[src/muldiv_pkg.sv]
`default_nettype none

package muldiv_pkg;

    // one machine word, operand or one half of hi:lo
    typedef logic [31:0] word_t;

    // full product, or the hi:lo pair
    typedef logic [63:0] dword_t;

    // multiplier pipeline depth, inputs to product
    localparam int MUL_LATENCY = 3;

    // start edge to done, 32 steps plus the sign-fix cycle
    localparam int DIV_CYCLES = 33;

    // shift-subtract steps only
    localparam int DIV_STEPS = DIV_CYCLES - 1;

    // controller countdown for the multiply path
    typedef logic [$clog2(MUL_LATENCY + 1)-1:0] mul_cnt_t;

    // divider step counter, counts down to zero
    typedef logic [$clog2(DIV_STEPS)-1:0] div_cnt_t;

    // op strobe from the core, held for one cycle only
    typedef enum logic [2:0] {
        OP_NONE  = 3'd0,
        OP_MULT  = 3'd1,
        OP_MULTU = 3'd2,
        OP_DIV   = 3'd3,
        OP_DIVU  = 3'd4
    } muldiv_op_t;

    // controller states
    typedef enum logic [1:0] {
        ST_IDLE = 2'd0,
        ST_MUL  = 2'd1,
        ST_DIV  = 2'd2
    } ctrl_state_t;

    // signed divider result, valid while done is high
    typedef struct packed {
        word_t quotient;
        word_t remainder;
    } div_result_t;

endpackage

`default_nettype wire

[src/mul_pipe.sv]
`timescale 1ns/1ps
`default_nettype none

module mul_pipe
    import muldiv_pkg::*;
(
    input  logic   clk,
    input  word_t  a,
    input  word_t  b,
    input  logic   is_signed,
    output dword_t product
);

    // stage 1 regs, operands widened to 33 bits
    logic signed [32:0] a_x;
    logic signed [32:0] b_x;

    // b widened to 64 bits, cut into four 16-bit slices
    logic [63:0] b_w;

    // stage 2 regs, one partial product per slice of b
    logic signed [49:0] pp [4];

    // stage 3 input, weighted sum of the partials
    dword_t sum;

    // stage 1
    // sign or zero extension picked by is_signed
    always_ff @(posedge clk) begin
        a_x <= signed'({is_signed & a[31], a});
        b_x <= signed'({is_signed & b[31], b});
    end

    // full 64-bit image of b for slicing
    assign b_w = {{31{b_x[32]}}, b_x};

    // stage 2
    // each slice is unsigned, a carries the sign
    always_ff @(posedge clk) begin
        for (int k = 0; k < 4; k++) begin
            pp[k] <= a_x * signed'({1'b0, b_w[16*k +: 16]});
        end
    end

    // stage 3 adder
    // slice k weighs 2^(16k), bits above 63 dropped
    always_comb begin
        sum = '0;
        for (int k = 0; k < 4; k++) begin
            sum = sum + ({{14{pp[k][49]}}, pp[k]} << (16 * k));
        end
    end

    // product register
    // valid MUL_LATENCY edges after the operands
    always_ff @(posedge clk) begin
        product <= sum;
    end

endmodule

`default_nettype wire

[src/div_iter.sv]
`timescale 1ns/1ps
`default_nettype none

module div_iter
    import muldiv_pkg::*;
(
    input  logic        clk,
    input  logic        resetn,
    input  logic        start,
    input  logic        is_signed,
    input  word_t       a,
    input  word_t       b,
    output logic        done,
    output div_result_t result
);

    // control state
    logic     busy;
    div_cnt_t cnt;

    // datapath regs
    // partial remainder, dividend shifting out / quotient in
    word_t rem_q;
    word_t quo_q;
    word_t dvs_q;

    // sign of the final quotient and remainder
    logic q_neg;
    logic r_neg;

    // operand signs and magnitudes at start
    logic  a_neg;
    logic  b_neg;
    word_t a_mag;
    word_t b_mag;

    // one restoring step
    logic [32:0] trial;
    word_t       rem_step;
    word_t       quo_step;

    // only signed ops see a negative operand
    assign a_neg = is_signed & a[31];
    assign b_neg = is_signed & b[31];

    // most negative value stays 0x80000000, fine as unsigned
    assign a_mag = a_neg ? word_t'(-a) : a;
    assign b_mag = b_neg ? word_t'(-b) : b;

    // shift in next dividend bit, try subtracting divisor
    assign trial = {rem_q, quo_q[31]} - {1'b0, dvs_q};

    // borrow means restore, else keep difference and set q bit
    always_comb begin
        if (trial[32]) begin
            rem_step = {rem_q[30:0], quo_q[31]};
            quo_step = {quo_q[30:0], 1'b0};
        end else begin
            rem_step = trial[31:0];
            quo_step = {quo_q[30:0], 1'b1};
        end
    end

    // step counter and done
    // start edge loads, 32 steps follow, done in the cycle after
    always_ff @(posedge clk) begin
        if (!resetn) begin
            busy <= 1'b0;
            cnt  <= '0;
            done <= 1'b0;
        end else begin
            done <= 1'b0;
            if (start) begin
                busy <= 1'b1;
                cnt  <= div_cnt_t'(DIV_STEPS - 1);
            end else if (busy) begin
                cnt <= cnt - 1'b1;
                // last step, next cycle is the sign fix
                if (cnt == '0) begin
                    busy <= 1'b0;
                    done <= 1'b1;
                end
            end
        end
    end

    // datapath
    always_ff @(posedge clk) begin
        if (start) begin
            rem_q <= '0;
            quo_q <= a_mag;
            dvs_q <= b_mag;
            q_neg <= a_neg ^ b_neg;
            // remainder follows the dividend
            r_neg <= a_neg;
        end else if (busy) begin
            rem_q <= rem_step;
            quo_q <= quo_step;
        end
    end

    // sign fix
    // zero divisor gives all-ones quotient, remainder |a|
    // signs applied the same way so hi ends up equal to a
    assign result.quotient  = q_neg ? word_t'(-quo_q) : quo_q;
    assign result.remainder = r_neg ? word_t'(-rem_q) : rem_q;

endmodule

`default_nettype wire

[src/muldiv_ctrl.sv]
`timescale 1ns/1ps
`default_nettype none

module muldiv_ctrl
    import muldiv_pkg::*;
(
    input  logic        clk,
    input  logic        resetn,
    input  muldiv_op_t  op,
    input  dword_t      product,
    input  logic        div_done,
    input  div_result_t div_res,
    output logic        mul_signed,
    output logic        div_start,
    output logic        div_signed,
    output word_t       hi,
    output word_t       lo,
    output logic        ok
);

    ctrl_state_t state;
    ctrl_state_t state_next;

    // counts down the multiplier pipeline
    mul_cnt_t cnt;
    mul_cnt_t cnt_next;

    // hi:lo write port
    logic   hilo_we;
    dword_t hilo_next;

    // pipeline sees this every cycle, only the issue cycle matters
    assign mul_signed = (op == OP_MULT);

    // divider only started from idle
    assign div_start = (state == ST_IDLE) && (op == OP_DIV || op == OP_DIVU);
    assign div_signed = (op == OP_DIV);

    // idle means hi/lo hold the latest result
    assign ok = (state == ST_IDLE);

    // next state
    always_comb begin
        state_next = state;
        cnt_next   = cnt;
        hilo_we    = 1'b0;
        hilo_next  = product;
        case (state)
            ST_IDLE: begin
                case (op)
                    OP_MULT, OP_MULTU: begin
                        cnt_next   = mul_cnt_t'(MUL_LATENCY);
                        state_next = ST_MUL;
                    end
                    OP_DIV, OP_DIVU: begin
                        state_next = ST_DIV;
                    end
                    default: begin
                        state_next = ST_IDLE;
                    end
                endcase
            end
            ST_MUL: begin
                cnt_next = cnt - 1'b1;
                // our product is on the pipe output now
                if (cnt_next == '0) begin
                    hilo_we    = 1'b1;
                    hilo_next  = product;
                    state_next = ST_IDLE;
                end
            end
            ST_DIV: begin
                // remainder to hi, quotient to lo
                if (div_done) begin
                    hilo_we    = 1'b1;
                    hilo_next  = {div_res.remainder, div_res.quotient};
                    state_next = ST_IDLE;
                end
            end
            default: begin
                state_next = ST_IDLE;
            end
        endcase
    end

    // state and counter
    always_ff @(posedge clk) begin
        if (!resetn) begin
            state <= ST_IDLE;
            cnt   <= '0;
        end else begin
            state <= state_next;
            cnt   <= cnt_next;
        end
    end

    // hi/lo, kept until the next op finishes
    always_ff @(posedge clk) begin
        if (!resetn) begin
            hi <= '0;
            lo <= '0;
        end else if (hilo_we) begin
            hi <= hilo_next[63:32];
            lo <= hilo_next[31:0];
        end
    end

endmodule

`default_nettype wire

[src/muldiv_unit.sv]
`timescale 1ns/1ps
`default_nettype none

module muldiv_unit
    import muldiv_pkg::*;
(
    input  logic       clk,
    input  logic       resetn,
    input  muldiv_op_t op,
    input  word_t      a,
    input  word_t      b,
    output word_t      hi,
    output word_t      lo,
    output logic       ok
);

    // controller to datapath
    logic mul_signed;
    logic div_start;
    logic div_signed;

    // datapath back to controller
    dword_t      product;
    logic        div_done;
    div_result_t div_res;

    // free-running multiplier, samples a and b every cycle
    mul_pipe u_mul (
        .clk       (clk),
        .a         (a),
        .b         (b),
        .is_signed (mul_signed),
        .product   (product)
    );

    // divider latches a and b on div_start
    div_iter u_div (
        .clk       (clk),
        .resetn    (resetn),
        .start     (div_start),
        .is_signed (div_signed),
        .a         (a),
        .b         (b),
        .done      (div_done),
        .result    (div_res)
    );

    // sequencing, hi/lo and ok
    muldiv_ctrl u_ctrl (
        .clk        (clk),
        .resetn     (resetn),
        .op         (op),
        .product    (product),
        .div_done   (div_done),
        .div_res    (div_res),
        .mul_signed (mul_signed),
        .div_start  (div_start),
        .div_signed (div_signed),
        .hi         (hi),
        .lo         (lo),
        .ok         (ok)
    );

endmodule

`default_nettype wire

[config.mk]
export PLATFORM = sky130hd
export DESIGN_NAME = muldiv_unit
export DESIGN_NICKNAME = d
export VERILOG_FILES = /design/src/muldiv_pkg.sv /design/src/mul_pipe.sv /design/src/div_iter.sv /design/src/muldiv_ctrl.sv /design/src/muldiv_unit.sv
export SDC_FILE = /design/constraint.sdc
export NUM_CORES = 2
export LEC_CHECK = 0
export BUFFER_PORTS_ARGS = -buffer_cell sky130_fd_sc_hd__buf_2
export CAP_MARGIN = 0
export CORE_MARGIN = 8
export CORE_UTILIZATION = 50
export CTS_CLUSTER_DIAMETER = 50
export DETAILED_ROUTE_END_ITERATION = 6
export HOLD_SLACK_MARGIN = 0.03
export PLACE_DENSITY = 0.76
export SKIP_LAST_GASP = 1
export SYNTH_ARGS = -nofsm -noshare
export SYNTH_HDL_FRONTEND = slang
export SYNTH_SLANG_ARGS = --single-unit
[constraint.sdc]
create_clock -name clk -period 8.51 [get_ports clk]
set_input_delay 1.702 -clock clk [delete_from_list [all_inputs] [get_ports clk]]
set_output_delay 1.702 -clock clk [all_outputs]
set_load 0.02 [all_outputs]
Word level (Yosys, flattened, before mapping)
Memory sizes are Yosys's and may differ from the RTL's.
Cells that the tools add are included.
{"block": "totals", "register_bits": 303, "latchBits": 0, "mem_bits_rw": 200, "romBits": 0, "input_bits": 69, "output_inout_bits": 65, "word_cells": 82, "mem_count": 1}
{"block": "classes", "add_sub_neg": 10, "mul": 3, "div_mod_pow": 0, "order_cmp": 0, "eq_ne": 9, "shift": 0, "mux": 25, "bitwise": 7, "reduce_logical": 12}
{"memory": "u_mul.pp", "words": 4, "word_bits": 50, "rd": 4, "rd_ports_with_merged_regs": 0, "wr": 4, "line_no": "mul_pipe.sv:22", "text": "logic signed [49:0] pp [4];"}
{"operator": "2-to-1 mux 32 bit", "count": 7}
{"operator": "adder 64 bit", "count": 3}
{"operator": "multiplier 33 x 17 -> 50 bit", "count": 3}
{"operator": "2-to-1 mux 64 bit", "count": 2}
{"operator": "negation 32 bit", "count": 4}
{"operator": "subtractor 33 x 32 -> 33 bit", "count": 1}
{"operator": "2-to-1 mux 5 bit", "count": 2}
{"operator": "case mux 2 bit (2 select lines)", "count": 2}
{"operator": "2-to-1 mux 1 bit", "count": 7}
{"operator": "equality test 3 x 2 -> 1 bit (second input constant)", "count": 2}
{"operator": "2-to-1 mux 2 bit", "count": 3}
{"operator": "case mux 2 bit (3 select lines)", "count": 1}
{"operator": "logical NOT 5 bit", "count": 1}
{"operator": "subtractor 5 x 1 -> 5 bit (second input constant)", "count": 1}
{"operator": "AND 1 bit", "count": 4}
{"operator": "logical NOT 2 bit", "count": 2}
{"operator": "!= test 2 x 1 -> 1 bit (second input constant)", "count": 2}
{"operator": "AND reduction 2 bit", "count": 2}
{"operator": "nonzero test 2 bit", "count": 2}
{"operator": "OR reduction 2 bit", "count": 2}
{"operator": "equality test 3 x 1 -> 1 bit (second input constant)", "count": 1}
{"operator": "equality test 3 bit (second input constant)", "count": 1}
{"operator": "OR reduction 3 bit", "count": 1}
{"operator": "equality test 2 x 1 -> 1 bit (second input constant)", "count": 1}
{"operator": "8 further kinds", "count": 9}

Longest topological paths before layout
{"block": "logic_depth", "word_depth": 4, "mapped_depth": 27, "ltp_nobuf": 24}

Modules after synthesis
Synthesis repeated with hierarchy kept, for this count alone.
{"block": "unflattened", "cells_unflattened": 6987, "hier_area_um2": 65116.2}
{"mod": "mul_pipe", "n_inst": 1, "cells_each": 5719, "area_each_um2": 53696.5, "seq_area_each_um2": 5205.0}
{"mod": "div_iter", "n_inst": 1, "cells_each": 1021, "area_each_um2": 8529.4, "seq_area_each_um2": 2762.6}
{"mod": "muldiv_ctrl", "n_inst": 1, "cells_each": 247, "area_each_um2": 2890.3, "seq_area_each_um2": 1361.3}

Worst setup path before layout
Ideal clock, no wire load.
{"block": "synth_timing", "path_type": "register to register", "from": "reg u_mul.b_x[32]", "to": "mem u_mul.pp[2][21]", "setup_ns": 0.079, "t_arrival_ns": 6.253, "required_ns": 8.431, "path_slack_ns": 2.178, "stages_incl_launch_ff": 25, "n_path_buf": 2, "period_less_slack_ns": 6.332, "cell_sequence": "dfxtp_1 -> clkbuf_1 -> clkbuf_1 -> nand2_1 -> inv_1 -> fa_1 -> fa_1 -> inv_1 -> fa_1 -> fa_1 -> inv_1 -> fa_1 -> inv_1 -> fa_1 -> inv_1 -> ha_1 -> a21o_1 -> a21oi_1 -> nor2b_1 -> a211oi_1 -> o21bai_1 -> a21oi_1 -> o21a_1 -> or4b_1 -> o211ai_1"}
{"element": "start, declared", "line_no": "mul_pipe.sv:16", "text": "logic signed [32:0] b_x;"}
{"element": "start signal, assigned", "line_no": "mul_pipe.sv:31", "text": "b_x <= signed'({is_signed & b[31], b});"}
{"element": "end, declared", "line_no": "mul_pipe.sv:22"}

==> flow_metrics.tcl <==
set metrics [dict create \
    syn_inst 7098 \
    antenna_left 0 \
    antenna_found_initial 9 \
    r2r_cells 23 \
    async_flop_share_pct 0 \
    dp_cells 8796 \
    synth-edff-count 66 \
    finalMaxSlewViolations 0 \
    ys.flop_type "dfxtp_1" \
    critPathArrivalTime_ns 8.33 \
    layoutNonFillerInstCount 8896 \
    end_kind "register" \
    io_pins 134 \
    worst_setup_path_start_kind "register" \
    ys_warn_count 0 \
    grt_pass1_wl_um 282100 \
    yosysMostFrequentCell "inv_1" \
    timing.final.crit_share_pct 91.46 \
    io_buffer_count 133 \
    cp_max_fo 22 \
    critPathKind "reg -> reg" \
    place.gp.congestion 0.9618 \
    core-area_um2 129200 \
    grt-ovfl-total 0 \
    root_buffer "clkbuf_16" \
    die_h_um 376.1 \
    skew_ns 0.03235 \
    dpl_cell_area_um2 67480 \
    place_ws_ns 0.9301 \
    tightest_slew_ns 1.443 \
    row_count 132 \
    drt_iter0_markers 3708 \
    fmax_ghz 0.1285 \
    synth_area_um2 64840 \
    ys_top_cells_by_area "fa_1, dfxtp_1, inv_1" \
    clk_path_buf_depth 3 \
    stdcell_area_um2 69260 \
    holdCritPathClass "reg -> reg" \
    route.detailed.drc 0 \
    clk_pin_slew_ns 0.07 \
    yosys.area.top_type_share_pct 39.61 \
    clock_sinks 433 \
    status "complete, no violations" \
    initial_utilization_pct 50.20 \
    setup_viol 0 \
    cts_buffers 51 \
    relSlewSlack_pct 3.635 \
    via_per_inst 5.442 \
    post-route-min-period_ns 7.783 \
    crit_path_start "u_mul.b_x[8]" \
    yosysSeqAreaShare_pct 14.39 \
    syn_avg_cell_area_um2 9.135 \
    cpMostUsedCell "fa_1" \
    tns_ns 0 \
    drive_above_1_share_pct 5.120 \
    r2r_end "u_mul.pp[0][47]" \
    slowest_delay_ns 1.28 \
    grtUsageTotal_pct 25.00 \
    synth_top_area_cell "fa_1" \
    hpwl_um 142600 \
    cts_setup_buffers 0 \
    synthTopCellsByCount "inv_1, fa_1, nand2_1, ha_1, and2_1" \
    grt_max_degree 97 \
    route.vias.total 48416 \
    path_cells "nand2_1 -> fa_1 -> inv_1 -> fa_1 -> inv_1 -> fa_1 -> inv_1 -> fa_1 -> fa_1 -> inv_1 -> fa_1 -> inv_1 -> ha_1 -> a21oi_1 -> o21ai_0 -> a31oi_1 -> o21ai_1 -> or3_1 -> a21oi_1 -> a2bb2oi_1 -> o21ai_1 -> a21oi_1 -> xnor2_1" \
    syn_nets 8891 \
    htree_levels 2 \
    reg2reg_from "u_mul.b_x[8]" \
    die-width_um 376.1 \
    synth-seq-cells 433 \
    cpMaxStageDelayCell "dfxtp_1" \
    r2r_slack_ns 0.73 \
    dieArea_um2 141500 \
    multiInputGateArea_um2 48380 \
    fin_ws_ns 0.7267 \
    ctsHoldBuffers 0 \
    cts_resized 0 \
    nNetsFinal 8900 \
    wire_per_inst_um 19.68 \
    area_growth_pct 6.822 \
    maxCapViolCount 0 \
    regArea_um2 9329 \
    filler_cell_count 11447 \
    rsz0062_at_grt "false" \
    crit_required_ns 9.06 \
    crit_path_end "u_mul.pp[0][47]" \
    tritoncts "built" \
    synth.distinct_cells 73 \
    first_global_vias 51950 \
    routed_wirelength_um 175100 \
    hold_violations 0 \
    clk_latency_ns 0.63 \
    drt_first_pass_iters 6 \
]
## through the flow
step	hold slack, ns	util (%)
4_1_cts	0.3221	53.62
5_1_grt	0.3252	53.62
2_1_floorplan	0.3096	-
6_report	0.3219	53.63
3_5_place_dp	0.3121	52.25
3_3_place_gp	0.3108	52.24
## state kept, by name (all words and copies together), names as in the netlist
register	cells
u_div.busy	1
u_mul.pp	130
u_mul.a_x	33
u_div.dvs_q	32
u_ctrl.hi	32
u_div.rem_q	32
u_ctrl.cnt	2
u_div.done	1
u_mul.product	64
u_mul.b_x	33
u_div.r_neg	1
u_div.q_neg	1
u_div.cnt	5
u_ctrl.lo	32
u_div.quo_q	32
u_ctrl.state	2
## cell families (layout without fill, tap and decap cells)
group / after synthesis / count (layout) / share of synthesized area (%)
adder cells (fa/ha/maj): 1724 / 1724 / 48.12
AND/OR/NAND/NOR: 1795 / 1795 / 13.04
other: 0 / 5 / 0
XOR/XNOR: 347 / 347 / 4.687
multiplexers: 22 / 22 / 0.3396
buffers and inverters: 1907 / 1958 / 11.05
AO/OA/AOI/OAI: 870 / 870 / 8.375
flip-flops: 433 / 433 / 14.39
## worst max-delay path: cells and delay by family, from the launching register on
kind                     cells  cell delay, ns
flip-flops                   1            1.28
AND/OR/NAND/NOR              2            0.73
buffers and inverters        5            0.30
adder cells (fa/ha/maj)      7            3.08
XOR/XNOR                     1            0.15
AO/OA/AOI/OAI                8            2.14
## area by class of cell
class / count / share of cell area [%]
Inverter: 1618 / 8.769
Antenna cell: 5 / 0.01807
Timing Repair Buffer: 245 / 2.193
Multi-Input combinational cell: 4758 / 69.85
Tap cell: 1742 / 3.147
Sequential cell: 433 / 13.47
Clock inverter: 35 / 0.5907
Clock buffer: 60 / 1.964
## layout by cell type (no fill, tap or decap), drive strengths merged, types with 9 or more instances in the layout
master / netlist / layout
o211ai: 14 / 14
nand3b: 9 / 9
nor3: 36 / 36
mux2i: 22 / 22
o21bai: 25 / 25
clkbuf: 273 / 60
nor2: 241 / 241
ha: 441 / 441
edfxtp: 66 / 66
a21o: 100 / 100
nand2b: 25 / 25
a31oi: 24 / 24
nand2: 884 / 884
nand3: 44 / 44
nor2b: 26 / 26
o31ai: 39 / 39
inv: 1616 / 1627
a211o: 12 / 12
nor4: 9 / 9
a211oi: 71 / 71
dfxtp: 367 / 367
or4: 20 / 20
xor2: 138 / 138
and2: 413 / 413
and3: 12 / 12
o21ai: 201 / 201
clkinv: 2 / 19
xnor2: 209 / 209
fa: 1283 / 1283
o21a: 27 / 27
nand4: 22 / 22
o41ai: 18 / 18
o2111ai: 9 / 9
or3: 25 / 25
buf: 16 / 245
a21oi: 277 / 277
## routing by layer
metal  GRT usage [%]  vias up  part of all wire (%)
li1                -    21518                     -
met1           31.96    24342                    40
met2           42.62     2049                    48
met3           3.654      505                   7.9
met4           10.33        2                   4.8
met5               0        -                0.0040
## worst min-delay path by stage
stage	start	end	slack, ns	cells past startpoint
floorplan	u_mul.pp[0][0]	u_mul.product[0]	0.31	0
global placement	u_mul.pp[0][5]	u_mul.product[5]	0.31	0
detailed placement	u_mul.pp[0][10]	u_mul.product[10]	0.31	0
CTS	u_mul.pp[0][1]	u_mul.product[1]	0.32	0
global route	u_mul.pp[0][1]	u_mul.product[1]	0.33	0
finish	u_mul.pp[0][1]	u_mul.product[1]	0.32	0
Power is not shown: default switching activity piles up to over one toggle a cycle in this logic, so the estimate is an artifact.
